## src/verilog/spi_pkg.sv

```systemverilog
`default_nettype none

package spi_pkg;

    localparam int axi_addr_width = 5;
    localparam int axi_data_width = 32;
    localparam int axi_strb_width = axi_data_width / 8;
    localparam int word_width     = 3;  // word index taken from axi address bits [4:2]
    localparam int num_slaves     = 2;
    localparam int slave_width    = (num_slaves > 1) ? $clog2(num_slaves) : 1;
    localparam int shift_width    = 64;
    localparam int count_width    = 7;

    localparam logic [word_width-1:0] reg_ctrl   = 3'd0;
    localparam logic [word_width-1:0] reg_count  = 3'd1;
    localparam logic [word_width-1:0] reg_tx_lo  = 3'd2;
    localparam logic [word_width-1:0] reg_tx_hi  = 3'd3;
    localparam logic [word_width-1:0] reg_rx_lo  = 3'd4;
    localparam logic [word_width-1:0] reg_rx_hi  = 3'd5;
    localparam logic [word_width-1:0] reg_status = 3'd6;

    localparam int ctrl_start_bit = 7;

    localparam logic [1:0] resp_okay = 2'b00;

    typedef struct packed {
        logic [word_width-1:0]     idx;
        logic [axi_data_width-1:0] data;
        logic [axi_strb_width-1:0] strb;
        logic                      valid;
    } reg_wr_t;

    typedef struct packed {
        logic [word_width-1:0] idx;
        logic                  valid;
    } reg_rd_t;

    typedef struct packed {
        logic                   cpol;
        logic                   cpha;
        logic                   rx_en;
        logic [slave_width-1:0] slave;
        logic [7:0]             divider;
        logic [count_width-1:0] tx_bits;
        logic [count_width-1:0] rx_bits;
        logic [shift_width-1:0] tx_data;
    } spi_cfg_t;

    typedef struct packed {
        logic [shift_width-1:0] rx_data;
        logic                   done;  // single cycle at the end of a transfer
    } spi_result_t;

endpackage

`default_nettype wire
```

## src/verilog/quick_spi.sv

```systemverilog
`timescale 1ns/1ps
`default_nettype none

module quick_spi (
    input  wire                                 s_axi_aclk,
    input  wire                                 s_axi_aresetn,
    input  wire [spi_pkg::axi_addr_width-1:0]   s_axi_awaddr,
    input  wire                                 s_axi_awvalid,
    output wire                                 s_axi_awready,
    input  wire [spi_pkg::axi_data_width-1:0]   s_axi_wdata,
    input  wire [spi_pkg::axi_strb_width-1:0]   s_axi_wstrb,
    input  wire                                 s_axi_wvalid,
    output wire                                 s_axi_wready,
    output wire [1:0]                           s_axi_bresp,
    output wire                                 s_axi_bvalid,
    input  wire                                 s_axi_bready,
    input  wire [spi_pkg::axi_addr_width-1:0]   s_axi_araddr,
    input  wire                                 s_axi_arvalid,
    output wire                                 s_axi_arready,
    output wire [spi_pkg::axi_data_width-1:0]   s_axi_rdata,
    output wire [1:0]                           s_axi_rresp,
    output wire                                 s_axi_rvalid,
    input  wire                                 s_axi_rready,
    output wire                                 sclk,
    output wire                                 mosi,
    input  wire                                 miso,
    output wire [spi_pkg::num_slaves-1:0]       ss_n,
    output wire                                 interrupt
);

    spi_pkg::reg_wr_t                   wr;
    spi_pkg::reg_rd_t                   rd;
    logic [spi_pkg::axi_data_width-1:0] rd_data;
    spi_pkg::spi_cfg_t                  cfg;
    spi_pkg::spi_result_t               result;
    logic                               start;
    logic                               busy;

    axi_lite_slave axi_lite_slave_i (
        .s_axi_aclk    (s_axi_aclk),
        .s_axi_aresetn (s_axi_aresetn),
        .s_axi_awaddr  (s_axi_awaddr),
        .s_axi_awvalid (s_axi_awvalid),
        .s_axi_awready (s_axi_awready),
        .s_axi_wdata   (s_axi_wdata),
        .s_axi_wstrb   (s_axi_wstrb),
        .s_axi_wvalid  (s_axi_wvalid),
        .s_axi_wready  (s_axi_wready),
        .s_axi_bresp   (s_axi_bresp),
        .s_axi_bvalid  (s_axi_bvalid),
        .s_axi_bready  (s_axi_bready),
        .s_axi_araddr  (s_axi_araddr),
        .s_axi_arvalid (s_axi_arvalid),
        .s_axi_arready (s_axi_arready),
        .s_axi_rdata   (s_axi_rdata),
        .s_axi_rresp   (s_axi_rresp),
        .s_axi_rvalid  (s_axi_rvalid),
        .s_axi_rready  (s_axi_rready),
        .wr            (wr),
        .rd            (rd),
        .rd_data       (rd_data)
    );

    spi_regfile spi_regfile_i (
        .s_axi_aclk    (s_axi_aclk),
        .s_axi_aresetn (s_axi_aresetn),
        .wr            (wr),
        .rd            (rd),
        .rd_data       (rd_data),
        .cfg           (cfg),
        .start         (start),
        .result        (result),
        .busy          (busy),
        .interrupt     (interrupt)
    );

    spi_engine spi_engine_i (
        .s_axi_aclk    (s_axi_aclk),
        .s_axi_aresetn (s_axi_aresetn),
        .cfg           (cfg),
        .start         (start),
        .busy          (busy),
        .result        (result),
        .sclk          (sclk),
        .mosi          (mosi),
        .miso          (miso),
        .ss_n          (ss_n)
    );

endmodule

`default_nettype wire

```

## src/verilog/spi_engine.sv

```systemverilog
`timescale 1ns/1ps
`default_nettype none

module spi_engine (
    input  wire                            s_axi_aclk,
    input  wire                            s_axi_aresetn,
    input  spi_pkg::spi_cfg_t              cfg,
    input  wire                            start,
    output logic                           busy,
    output spi_pkg::spi_result_t           result,
    output logic                           sclk,
    output logic                           mosi,
    input  wire                            miso,
    output logic [spi_pkg::num_slaves-1:0] ss_n
);

    typedef enum logic [2:0] {
        st_idle,
        st_select,
        st_write,
        st_read,
        st_end
    } state_t;

    state_t                          state;
    spi_pkg::spi_cfg_t               cfg_q;
    logic [7:0]                      div_cnt;
    logic                            step;
    logic [spi_pkg::count_width-1:0] bit_cnt;
    logic [spi_pkg::shift_width-1:0] tx_q;
    logic [spi_pkg::shift_width-1:0] rx_q;
    logic                            done_q;
    logic                            lead;
    logic                            shift_edge;
    logic                            last_tx;
    logic                            last_rx;
    logic                            read_next;

    assign step = div_cnt == cfg_q.divider;
    assign lead = sclk == cfg_q.cpol;  // the coming toggle leaves the idle level
    // cpha 0 shifts on the trailing edge, cpha 1 on the leading edge
    assign shift_edge = lead == cfg_q.cpha;
    // a bit ends on its trailing edge
    assign last_tx   = !lead && bit_cnt == cfg_q.tx_bits - 1'b1;
    assign last_rx   = !lead && bit_cnt == cfg_q.rx_bits - 1'b1;
    assign read_next = cfg_q.rx_en && cfg_q.rx_bits != '0;

    always_ff @(posedge s_axi_aclk) begin
        if (!s_axi_aresetn) begin
            div_cnt <= '0;
        end else if (state == st_idle || step) begin
            div_cnt <= '0;
        end else begin
            div_cnt <= div_cnt + 1'b1;
        end
    end

    always_ff @(posedge s_axi_aclk) begin
        if (!s_axi_aresetn) begin
            state   <= st_idle;
            sclk    <= 1'b0;
            mosi    <= 1'b0;
            ss_n    <= '1;
            bit_cnt <= '0;
            done_q  <= 1'b0;
        end else begin
            done_q <= 1'b0;
            case (state)
                st_idle: begin
                    if (start) begin
                        cfg_q   <= cfg;
                        tx_q    <= cfg.tx_data;
                        rx_q    <= '0;
                        sclk    <= cfg.cpol;
                        bit_cnt <= '0;
                        state   <= st_select;
                    end
                end
                st_select: begin
                    if (step) begin
                        ss_n[cfg_q.slave] <= 1'b0;
                        if (!cfg_q.cpha) begin
                            mosi <= tx_q[0];  // no edge comes before the first sample
                            tx_q <= tx_q >> 1;
                        end
                        if (cfg_q.tx_bits != '0) state <= st_write;
                        else if (read_next) state <= st_read;
                        else state <= st_end;
                    end
                end
                st_write: begin
                    if (step) begin
                        sclk <= ~sclk;
                        if (shift_edge) begin
                            mosi <= tx_q[0] && !last_tx;
                            tx_q <= tx_q >> 1;
                        end
                        if (!lead) bit_cnt <= bit_cnt + 1'b1;
                        if (last_tx) begin
                            bit_cnt <= '0;
                            state   <= read_next ? st_read : st_end;
                        end
                    end
                end
                st_read: begin
                    if (step) begin
                        sclk <= ~sclk;
                        if (!shift_edge) rx_q[bit_cnt[5:0]] <= miso;
                        if (!lead) bit_cnt <= bit_cnt + 1'b1;
                        if (last_rx) state <= st_end;
                    end
                end
                st_end: begin
                    if (step) begin
                        sclk   <= cfg_q.cpol;
                        mosi   <= 1'b0;
                        ss_n   <= '1;
                        done_q <= 1'b1;
                        state  <= st_idle;
                    end
                end
                default: state <= st_idle;
            endcase
        end
    end

    assign busy   = state != st_idle;
    assign result = '{rx_data: rx_q, done: done_q};

endmodule

`default_nettype wire

```

## src/verilog/spi_regfile.sv

```systemverilog
`timescale 1ns/1ps
`default_nettype none

module spi_regfile (
    input  wire                                s_axi_aclk,
    input  wire                                s_axi_aresetn,
    input  spi_pkg::reg_wr_t                   wr,
    input  spi_pkg::reg_rd_t                   rd,
    output logic [spi_pkg::axi_data_width-1:0] rd_data,
    output spi_pkg::spi_cfg_t                  cfg,
    output logic                               start,
    input  spi_pkg::spi_result_t               result,
    input  wire                                busy,
    output logic                               interrupt
);

    logic [spi_pkg::axi_data_width-1:0] ctrl_q;
    logic [spi_pkg::axi_data_width-1:0] count_q;
    logic [spi_pkg::axi_data_width-1:0] tx_lo_q;
    logic [spi_pkg::axi_data_width-1:0] tx_hi_q;
    logic [spi_pkg::shift_width-1:0]    rx_q;
    logic                               done_q;
    logic                               start_hit;

    function automatic logic [spi_pkg::axi_data_width-1:0] merge_bytes(
        input logic [spi_pkg::axi_data_width-1:0] old_word,
        input logic [spi_pkg::axi_data_width-1:0] new_word,
        input logic [spi_pkg::axi_strb_width-1:0] strb
    );
        logic [spi_pkg::axi_data_width-1:0] merged;
        merged = old_word;
        for (int b = 0; b < spi_pkg::axi_strb_width; b++) begin
            if (strb[b]) merged[8*b +: 8] = new_word[8*b +: 8];
        end
        return merged;
    endfunction

    assign start_hit = wr.valid && wr.idx == spi_pkg::reg_ctrl && wr.strb[0]
                       && wr.data[spi_pkg::ctrl_start_bit];

    always_ff @(posedge s_axi_aclk) begin
        if (!s_axi_aresetn) begin
            ctrl_q  <= '0;
            count_q <= '0;
            start   <= 1'b0;
            done_q  <= 1'b0;
        end else begin
            start <= start_hit && !busy && !start;  // a start during a transfer is dropped
            if (wr.valid && wr.idx == spi_pkg::reg_ctrl) begin
                ctrl_q <= merge_bytes(ctrl_q, wr.data, wr.strb) & ~(32'h1 << spi_pkg::ctrl_start_bit);
            end
            if (wr.valid && wr.idx == spi_pkg::reg_count) begin
                count_q <= merge_bytes(count_q, wr.data, wr.strb);
            end
            if (start) done_q <= 1'b0;
            else if (result.done) done_q <= 1'b1;
        end
    end

    always_ff @(posedge s_axi_aclk) begin
        if (wr.valid && wr.idx == spi_pkg::reg_tx_lo) tx_lo_q <= merge_bytes(tx_lo_q, wr.data, wr.strb);
        if (wr.valid && wr.idx == spi_pkg::reg_tx_hi) tx_hi_q <= merge_bytes(tx_hi_q, wr.data, wr.strb);
        if (result.done) rx_q <= result.rx_data;
    end

    // the start pulse follows the write by a cycle, so cfg already holds the new byte
    assign cfg.cpol    = ctrl_q[0];
    assign cfg.cpha    = ctrl_q[1];
    assign cfg.rx_en   = ctrl_q[4];
    assign cfg.slave   = ctrl_q[8 +: spi_pkg::slave_width];
    assign cfg.divider = ctrl_q[23:16];
    assign cfg.tx_bits = count_q[spi_pkg::count_width-1:0];
    assign cfg.rx_bits = count_q[16 +: spi_pkg::count_width];
    assign cfg.tx_data = {tx_hi_q, tx_lo_q};

    assign interrupt = done_q;

    always_comb begin
        rd_data = '0;
        if (rd.valid) begin
            case (rd.idx)
                spi_pkg::reg_ctrl:   rd_data = ctrl_q;
                spi_pkg::reg_count:  rd_data = count_q;
                spi_pkg::reg_tx_lo:  rd_data = tx_lo_q;
                spi_pkg::reg_tx_hi:  rd_data = tx_hi_q;
                spi_pkg::reg_rx_lo:  rd_data = rx_q[31:0];
                spi_pkg::reg_rx_hi:  rd_data = rx_q[63:32];
                spi_pkg::reg_status: rd_data = {30'b0, done_q, busy};
                default:             rd_data = '0;  // unmapped words read zero
            endcase
        end
    end

endmodule

`default_nettype wire

```

## src/verilog/axi_lite_slave.sv

```systemverilog
`timescale 1ns/1ps
`default_nettype none

module axi_lite_slave (
    input  wire                                 s_axi_aclk,
    input  wire                                 s_axi_aresetn,
    input  wire [spi_pkg::axi_addr_width-1:0]   s_axi_awaddr,
    input  wire                                 s_axi_awvalid,
    output logic                                s_axi_awready,
    input  wire [spi_pkg::axi_data_width-1:0]   s_axi_wdata,
    input  wire [spi_pkg::axi_strb_width-1:0]   s_axi_wstrb,
    input  wire                                 s_axi_wvalid,
    output logic                                s_axi_wready,
    output logic [1:0]                          s_axi_bresp,
    output logic                                s_axi_bvalid,
    input  wire                                 s_axi_bready,
    input  wire [spi_pkg::axi_addr_width-1:0]   s_axi_araddr,
    input  wire                                 s_axi_arvalid,
    output logic                                s_axi_arready,
    output logic [spi_pkg::axi_data_width-1:0]  s_axi_rdata,
    output logic [1:0]                          s_axi_rresp,
    output logic                                s_axi_rvalid,
    input  wire                                 s_axi_rready,
    output spi_pkg::reg_wr_t                    wr,
    output spi_pkg::reg_rd_t                    rd,
    input  wire [spi_pkg::axi_data_width-1:0]   rd_data
);

    logic aw_hs;
    logic ar_hs;

    // address and data are taken together, so one ready covers both channels
    assign aw_hs = s_axi_awready && s_axi_awvalid && s_axi_wvalid;
    assign ar_hs = s_axi_arready && s_axi_arvalid;

    always_ff @(posedge s_axi_aclk) begin
        if (!s_axi_aresetn) begin
            s_axi_awready <= 1'b0;
            s_axi_wready  <= 1'b0;
        end else begin
            // one cycle pulse, held off while a response is still waiting for bready
            s_axi_awready <= s_axi_awvalid && s_axi_wvalid && !s_axi_awready && !s_axi_bvalid;
            s_axi_wready  <= s_axi_awvalid && s_axi_wvalid && !s_axi_awready && !s_axi_bvalid;
        end
    end

    always_ff @(posedge s_axi_aclk) begin
        if (!s_axi_aresetn) begin
            s_axi_bvalid <= 1'b0;
        end else if (aw_hs) begin
            s_axi_bvalid <= 1'b1;
        end else if (s_axi_bready) begin
            s_axi_bvalid <= 1'b0;
        end
    end

    always_ff @(posedge s_axi_aclk) begin
        if (!s_axi_aresetn) begin
            s_axi_arready <= 1'b0;
        end else begin
            s_axi_arready <= s_axi_arvalid && !s_axi_arready && !s_axi_rvalid;
        end
    end

    always_ff @(posedge s_axi_aclk) begin
        if (!s_axi_aresetn) begin
            s_axi_rvalid <= 1'b0;
        end else if (ar_hs) begin
            s_axi_rvalid <= 1'b1;
        end else if (s_axi_rready) begin
            s_axi_rvalid <= 1'b0;
        end
    end

    always_ff @(posedge s_axi_aclk) begin
        if (ar_hs) begin
            s_axi_rdata <= rd_data;  // stays put until the host takes it
        end
    end

    assign s_axi_bresp = spi_pkg::resp_okay;
    assign s_axi_rresp = spi_pkg::resp_okay;

    // byte address to word index
    assign wr.idx   = s_axi_awaddr[2 +: spi_pkg::word_width];
    assign wr.data  = s_axi_wdata;
    assign wr.strb  = s_axi_wstrb;
    assign wr.valid = aw_hs;

    assign rd.idx   = s_axi_araddr[2 +: spi_pkg::word_width];
    assign rd.valid = ar_hs;

endmodule

`default_nettype wire

```

## config.mk

```make
export PLATFORM = sky130hd
export DESIGN_NAME = quick_spi
export DESIGN_NICKNAME = d
export VERILOG_FILES = /design/src/verilog/spi_pkg.sv /design/src/verilog/quick_spi.sv /design/src/verilog/spi_engine.sv /design/src/verilog/spi_regfile.sv /design/src/verilog/axi_lite_slave.sv
export SDC_FILE = /design/constraint.sdc
export NUM_CORES = 1
export LEC_CHECK = 0
export ABC_AREA = 1
export BUFFER_PORTS_ARGS = -buffer_cell sky130_fd_sc_hd__buf_2
export CORE_UTILIZATION = 24
export DETAILED_ROUTE_END_ITERATION = 12
export HOLD_SLACK_MARGIN = 0.1
export PLACE_DENSITY = 0.47
export SLEW_MARGIN = 20
export SYNTH_ARGS = -nofsm -noshare
export SYNTH_HDL_FRONTEND = slang
export SYNTH_SLANG_ARGS = --single-unit
```

## constraint.sdc

```tcl
create_clock -name s_axi_aclk -period 26.1 [get_ports s_axi_aclk]
set_input_delay 3.915 -clock s_axi_aclk [delete_from_list [all_inputs] [get_ports s_axi_aclk]]
set_output_delay 3.915 -clock s_axi_aclk [all_outputs]
set_load 0.02 [all_outputs]
```

# After elaboration in Yosys (flattened, before gate mapping)
# Cells that the tools add are included.
[word_totals]
word_cells = 204
reg_bits = 406
in_bits = 54
[op_classes]
addsub = 4
order_cmp = 4
n_mux = 50
eq_ne = 29
bitwise_logic = 4
reduce_logical = 73
[op_table]
columns = ["op", "count"]
rows = [
  ["$mux W64", 8],
  ["$pmux W32 S7", 1],
  ["$pmux W64 S3", 1],
  ["$pmux W64 S2", 1],
  ["$bwmux W64", 1],
  ["$mux W7", 5],
  ["$reduce_and A2 Y1", 17],
  ["$mux W3", 9],
  ["$logic_and A1 B1 Y1", 22],
  ["$pmux W7 S3", 1],
  ["$eq A3 B2 Y1 const B", 6],
  ["$ne A2 B1 Y1 const B", 8],
  ["$mux W1", 15],
  ["$pmux W3 S5", 1],
  ["$reduce_bool A3 Y1", 5],
  ["$eq A7 B7 Y1", 2],
  ["$reduce_and A7 Y1", 2],
  ["$reduce_bool A7 Y1", 2],
  ["$sub A7 B1 Y7 const B", 2],
  ["$eq A3 B3 Y1 const B", 4],
  ["$eq A3 B1 Y1 const B", 3],
  ["$logic_not A3 Y1", 3],
  ["$add A8 B1 Y8 const B", 1],
  ["$eq A8 B8 Y1", 1],
  ["23 further kinds", 43],
]

# Logic depth before layout (Yosys ltp)
[logic_depth]
word_depth = 8
mapped_depth = 16
ltp_nobuf = 16

# Cells and area by module
# From an unflattened synthesis, not the netlist that was laid out.
[hier_totals]
cells_unflattened = 1906
hier_area_um2 = 18630.4
[by_module_without_submodules]
columns = ["module", "seq_area_each_um2", "area_per_inst_um2", "n_inst", "cells_each"]
rows = [
  ["spi_engine", 5084.9, 8660.8, 1, 959],
  ["spi_regfile", 5144.9, 8468.1, 1, 844],
  ["axi_lite_slave", 1041.0, 1501.4, 1, 103],
]

# Worst setup path after synthesis
# OpenSTA, ideal clock, no wires.
[synth_path]
kind = "input port to flip-flop"
start = "input s_axi_aresetn"
end = "register spi_engine_i.rx_q[0] (netlist bit), enable pin"
arrival_time_ps = 14034
n_path_buf = 0
stages = 2
path_slack_ps = 11240
setup_ps = 827
cell_sequence = "inv_1 -> a2111oi_0"
[synth_between]
elab_chain_cells = 1
[synth_rtl]
columns = ["element", "line", "rtl"]
rows = [
  ["from (decl)", "quick_spi.sv:6", "input wire s_axi_aresetn,"],
  ["$reduce_and A5 Y1 (no source line)", "-", ""],
  ["to (signal, indexed assignment)", "spi_engine.sv:108", "if (!shift_edge) rx_q[bit_cnt[5:0]] <= miso;"],
  ["to (decl)", "spi_engine.sv:31", "logic [spi_pkg::shift_width-1:0] rx_q;"],
]
# No other way between the ends.
# A chain may end at the register's enable or synchronous reset.

# Worst setup path in the final report
[layout_path]
start = "input s_axi_aresetn"
end = "register spi_engine_i.rx_q[5] (netlist bit), enable pin"
# The elaborated chain is that of the path after synthesis.

==> run metrics <==
DP HPWL=34,000 um; max-cap violation count=0; most used cell, CP=buf_4; largest vdd supply drop=between 40 and 50 uV; Post-synth top flop=edfxtp_1; IO buf count=91; slowest CP cell=buf_4; Layout Nets=1,735; largest cells by area after synthesis=edfxtp_1 55%, dfxtp_1 11%, nand2_1 4.9%; remaining antenna violation count after routing=0; simple-gate share of the synthesized area=0.132; antenna violations before repair=5; Total Wirelength=between 50,000 and 60,000 um; WS Path Type=input port to register; CP arrival=6360 ps; placed instance area=~19,000 sq um; hold path depth=0; worst slew pin tran=996 ps; hold slack=431 ps; main combinational cell family by area after synthesis=simple AND/OR/NAND/NOR gates; Synth Area in Compound Gates=0.129; r2r setup slk=between 20,000 and 25,000 ps; clock-pin slew on the worst setup and hold paths=around 60 ps; post-layout min period=~6200 ps; Initial Util=0.243; area share of fa/ha/maj cells after synthesis=0.00366; global route total overflow=0; Clock Path Buffers=3; Synth top area share=0.552; Pre-antenna DRT Iters=7; Buf/Inv on CP=4; sequential share of the synthesized area=0.659; first-pass GRT wire length=74,500 um; site row count=97; CTS sink count=406; share of layout cells above drive strength 1=0.136; Post-Synth XOR/XNOR Area=0.00666; top layer in use=met5; design area=approximately 20,000 sq um; DR WL met2=approximately 24,000 um; HP Start=spi_regfile_i.count_q[2]; status=finished clean; asr flop ratio synth=0; initial DRC count=994; # setup viols final=0; Yosys top cell by area=edfxtp_1; Syn Inst Count=1,585; Critical R2R Launch=spi_engine_i.state[0]; Critical Path Start=s_axi_aresetn; count of final max-slew check failures=0; I/O pins=100; vias in the first global route=approximately 12,000; period utilization=0.237; Die Wd=approximately 270 um; post-synthesis mux area share=0.00988; routed length on met3=2950 um; Via Count=12,100; CP Capture Type=register; final hold vios=0; R2R cell count=6; CP Cell Sequence=buf_2, buf_4, inv_1, a2111oi_2, buf_4; Relative slew margins=0.334; Final WS setup=about 20,000 ps; Worst EP required=26,290 ps; worst min path class=register to register; met1 wire length=22,500 um; GRT Util Overall=0.139; Core Region=70,300 sq um; r2r endpoint=spi_engine_i.tx_q[24]; EDFF count, synth=approximately 310; post-CTS sizing=0; Layout Skew=19.4 ps; H-tree depth=2; family with the most delay on the worst path=buffers and inverters; largest net degree at the start of global routing=between 70 and 80; PD cells=88.3 nW/um^2; Setup crit start kind=input port; Leak=0.00695 uW; CP Max Fanout=77; GPL Wtd Cong=0.831; Die Area=72,300 sq um; Max Freq=162 MHz; Root Driver=clkbuf_16; RSZ-0062 raised after global routing=false; total setup buffers inserted after CTS=0; Hold Path End=spi_engine_i.cfg_q[73]; Die Y=269 um; post-route DRC violation count=0; Syn Area/Cell=about 11 sq um; Synth Cell Area=17,100 sq um; DR vias/cell=4.58; YS warnings=0; CTS Buf Count=43; hold buffers post-CTS=0; slowest stage delay, CP=730 ps; worst skew pair latency=570 ps; Post-Place Worst Slack=19,330 ps; setup TNS=0 ps; Synth-to-Final Area Change=17.0%; CTS tree=built; Yosys reg bits=406; Yosys cell types=43; WL per Instance=19.2 um
Yosys cell counts, types with 6 or more instances:
master     number
a21oi_1       120
a221oi_1       22
buf_2          15
buf_4          11
clkbuf_1       36
dfxtp_1        92
edfxtp_1      314
inv_1         163
inv_2          22
mux2_1         15
nand2_1       221
nand2_2         6
nand3_1        97
nand4_1         7
nor2_1        122
nor2_2          8
nor3_1          9
nor3_2         14
o2111ai_1      17
o211ai_1        9
o21ai_0       162
o21ai_1        36
o221ai_1        7
o22ai_1        15
xnor2_1         8
area by class of cell:
class / count / area [sq um]
Fill cell: 7294 / 50300
Sequential cell: 406 / 11300
Multi-Input combinational cell: 931 / 4850
Tap cell: 940 / 1180
Clock buffer: 64 / 1170
Inverter: 185 / 696
Timing Repair Buffer: 109 / 593
Clock inverter: 14 / 230
Antenna cell: 1 / 2.50
metrics by stage:
| stage | total power, uW | std cells | utilization |
|---|---|---|---|
| 4_1_cts | 1790 | 2649 | 0.284 |
| 5_1_grt | 1840 | 2649 | 0.285 |
| 2_1_floorplan | 1070 | 1588 | - |
| 3_5_place_dp | 1160 | 2571 | 0.264 |
| 3_3_place_gp | 1160 | 2571 | 0.264 |
| 6_report | 1770 | 2650 | 0.285 |
sequential cells by signal, indices dropped and copies added (netlist names), 2 cells and up:
| register | cells |
|---|---|
| spi_engine_i.rx_q | 64 |
| spi_engine_i.tx_q | 64 |
| spi_regfile_i.rx_q | 64 |
| axi_lite_slave_i.s_axi_rdata | 32 |
| spi_regfile_i.count_q | 32 |
| spi_regfile_i.tx_hi_q | 32 |
| spi_regfile_i.tx_lo_q | 32 |
| spi_regfile_i.ctrl_q | 31 |
| spi_engine_i.cfg_q | 26 |
| spi_engine_i.div_cnt | 8 |
| spi_engine_i.bit_cnt | 7 |
| spi_engine_i.state | 3 |
| spi_engine_i.ss_n | 2 |
worst max path at each step:
stage,to,cells after the start,slack [ps]
2_1_floorplan,spi_engine_i.rx_q[0],2,11240
5_1_grt,spi_engine_i.rx_q[5],5,19800
3_5_place_dp,spi_engine_i.rx_q[60],5,19330
4_1_cts,spi_engine_i.rx_q[5],5,19920
3_3_place_gp,spi_engine_i.rx_q[28],5,19330
6_report,spi_engine_i.rx_q[5],5,19920
cell usage in the layout (no fill, tap or decap), types with 36 or more instances in the layout:
cell and n:
a21oi_1 120, o21ai_1 36, nand2_1 221, nor2_1 121, nand3_1 97, o21ai_0 162
clkbuf_16 43, edfxtp_1 314, dfxtp_1 91, buf_2 90, inv_1 160
kinds of logic after synthesis:
| family | Yosys count |
|---|---|
| simple gates | 500 |
| xor+xnor | 13 |
| mux | 15 |
| flops | 406 |
| compound gates | 394 |
| buf+inv | 251 |
| other cells | 1 |
| fa+ha+maj | 5 |
metal layers:
| layer | GRT usage | vias to the layer above |
|---|---|---|
| li1 | - | 5763 |
| met1 | 0.187 | 5918 |
| met2 | 0.228 | 350 |
| met3 | 0.0209 | 93 |
| met4 | 0.0444 | 6 |
| met5 | 0 | - |
worst reg2reg max path, cell delays in order, from the launching register on:
cell and delay, ps:
dfxtp_1 410, nand2_1 100, nor2_2 220, inv_1 160
nand2_4 470, buf_4 690, mux2_1 550
report_power, final:
| part | total (uW) | leakage (uW) | internal (uW) | switching, uW |
|---|---|---|---|---|
| sequential | 816 | 0.00360 | 789 | 27.3 |
| clock | 621 | 0.000680 | 364 | 257 |
| combinational | 328 | 0.00267 | 84.4 | 244 |
Note: power is estimated with default switching activity, not from simulation.
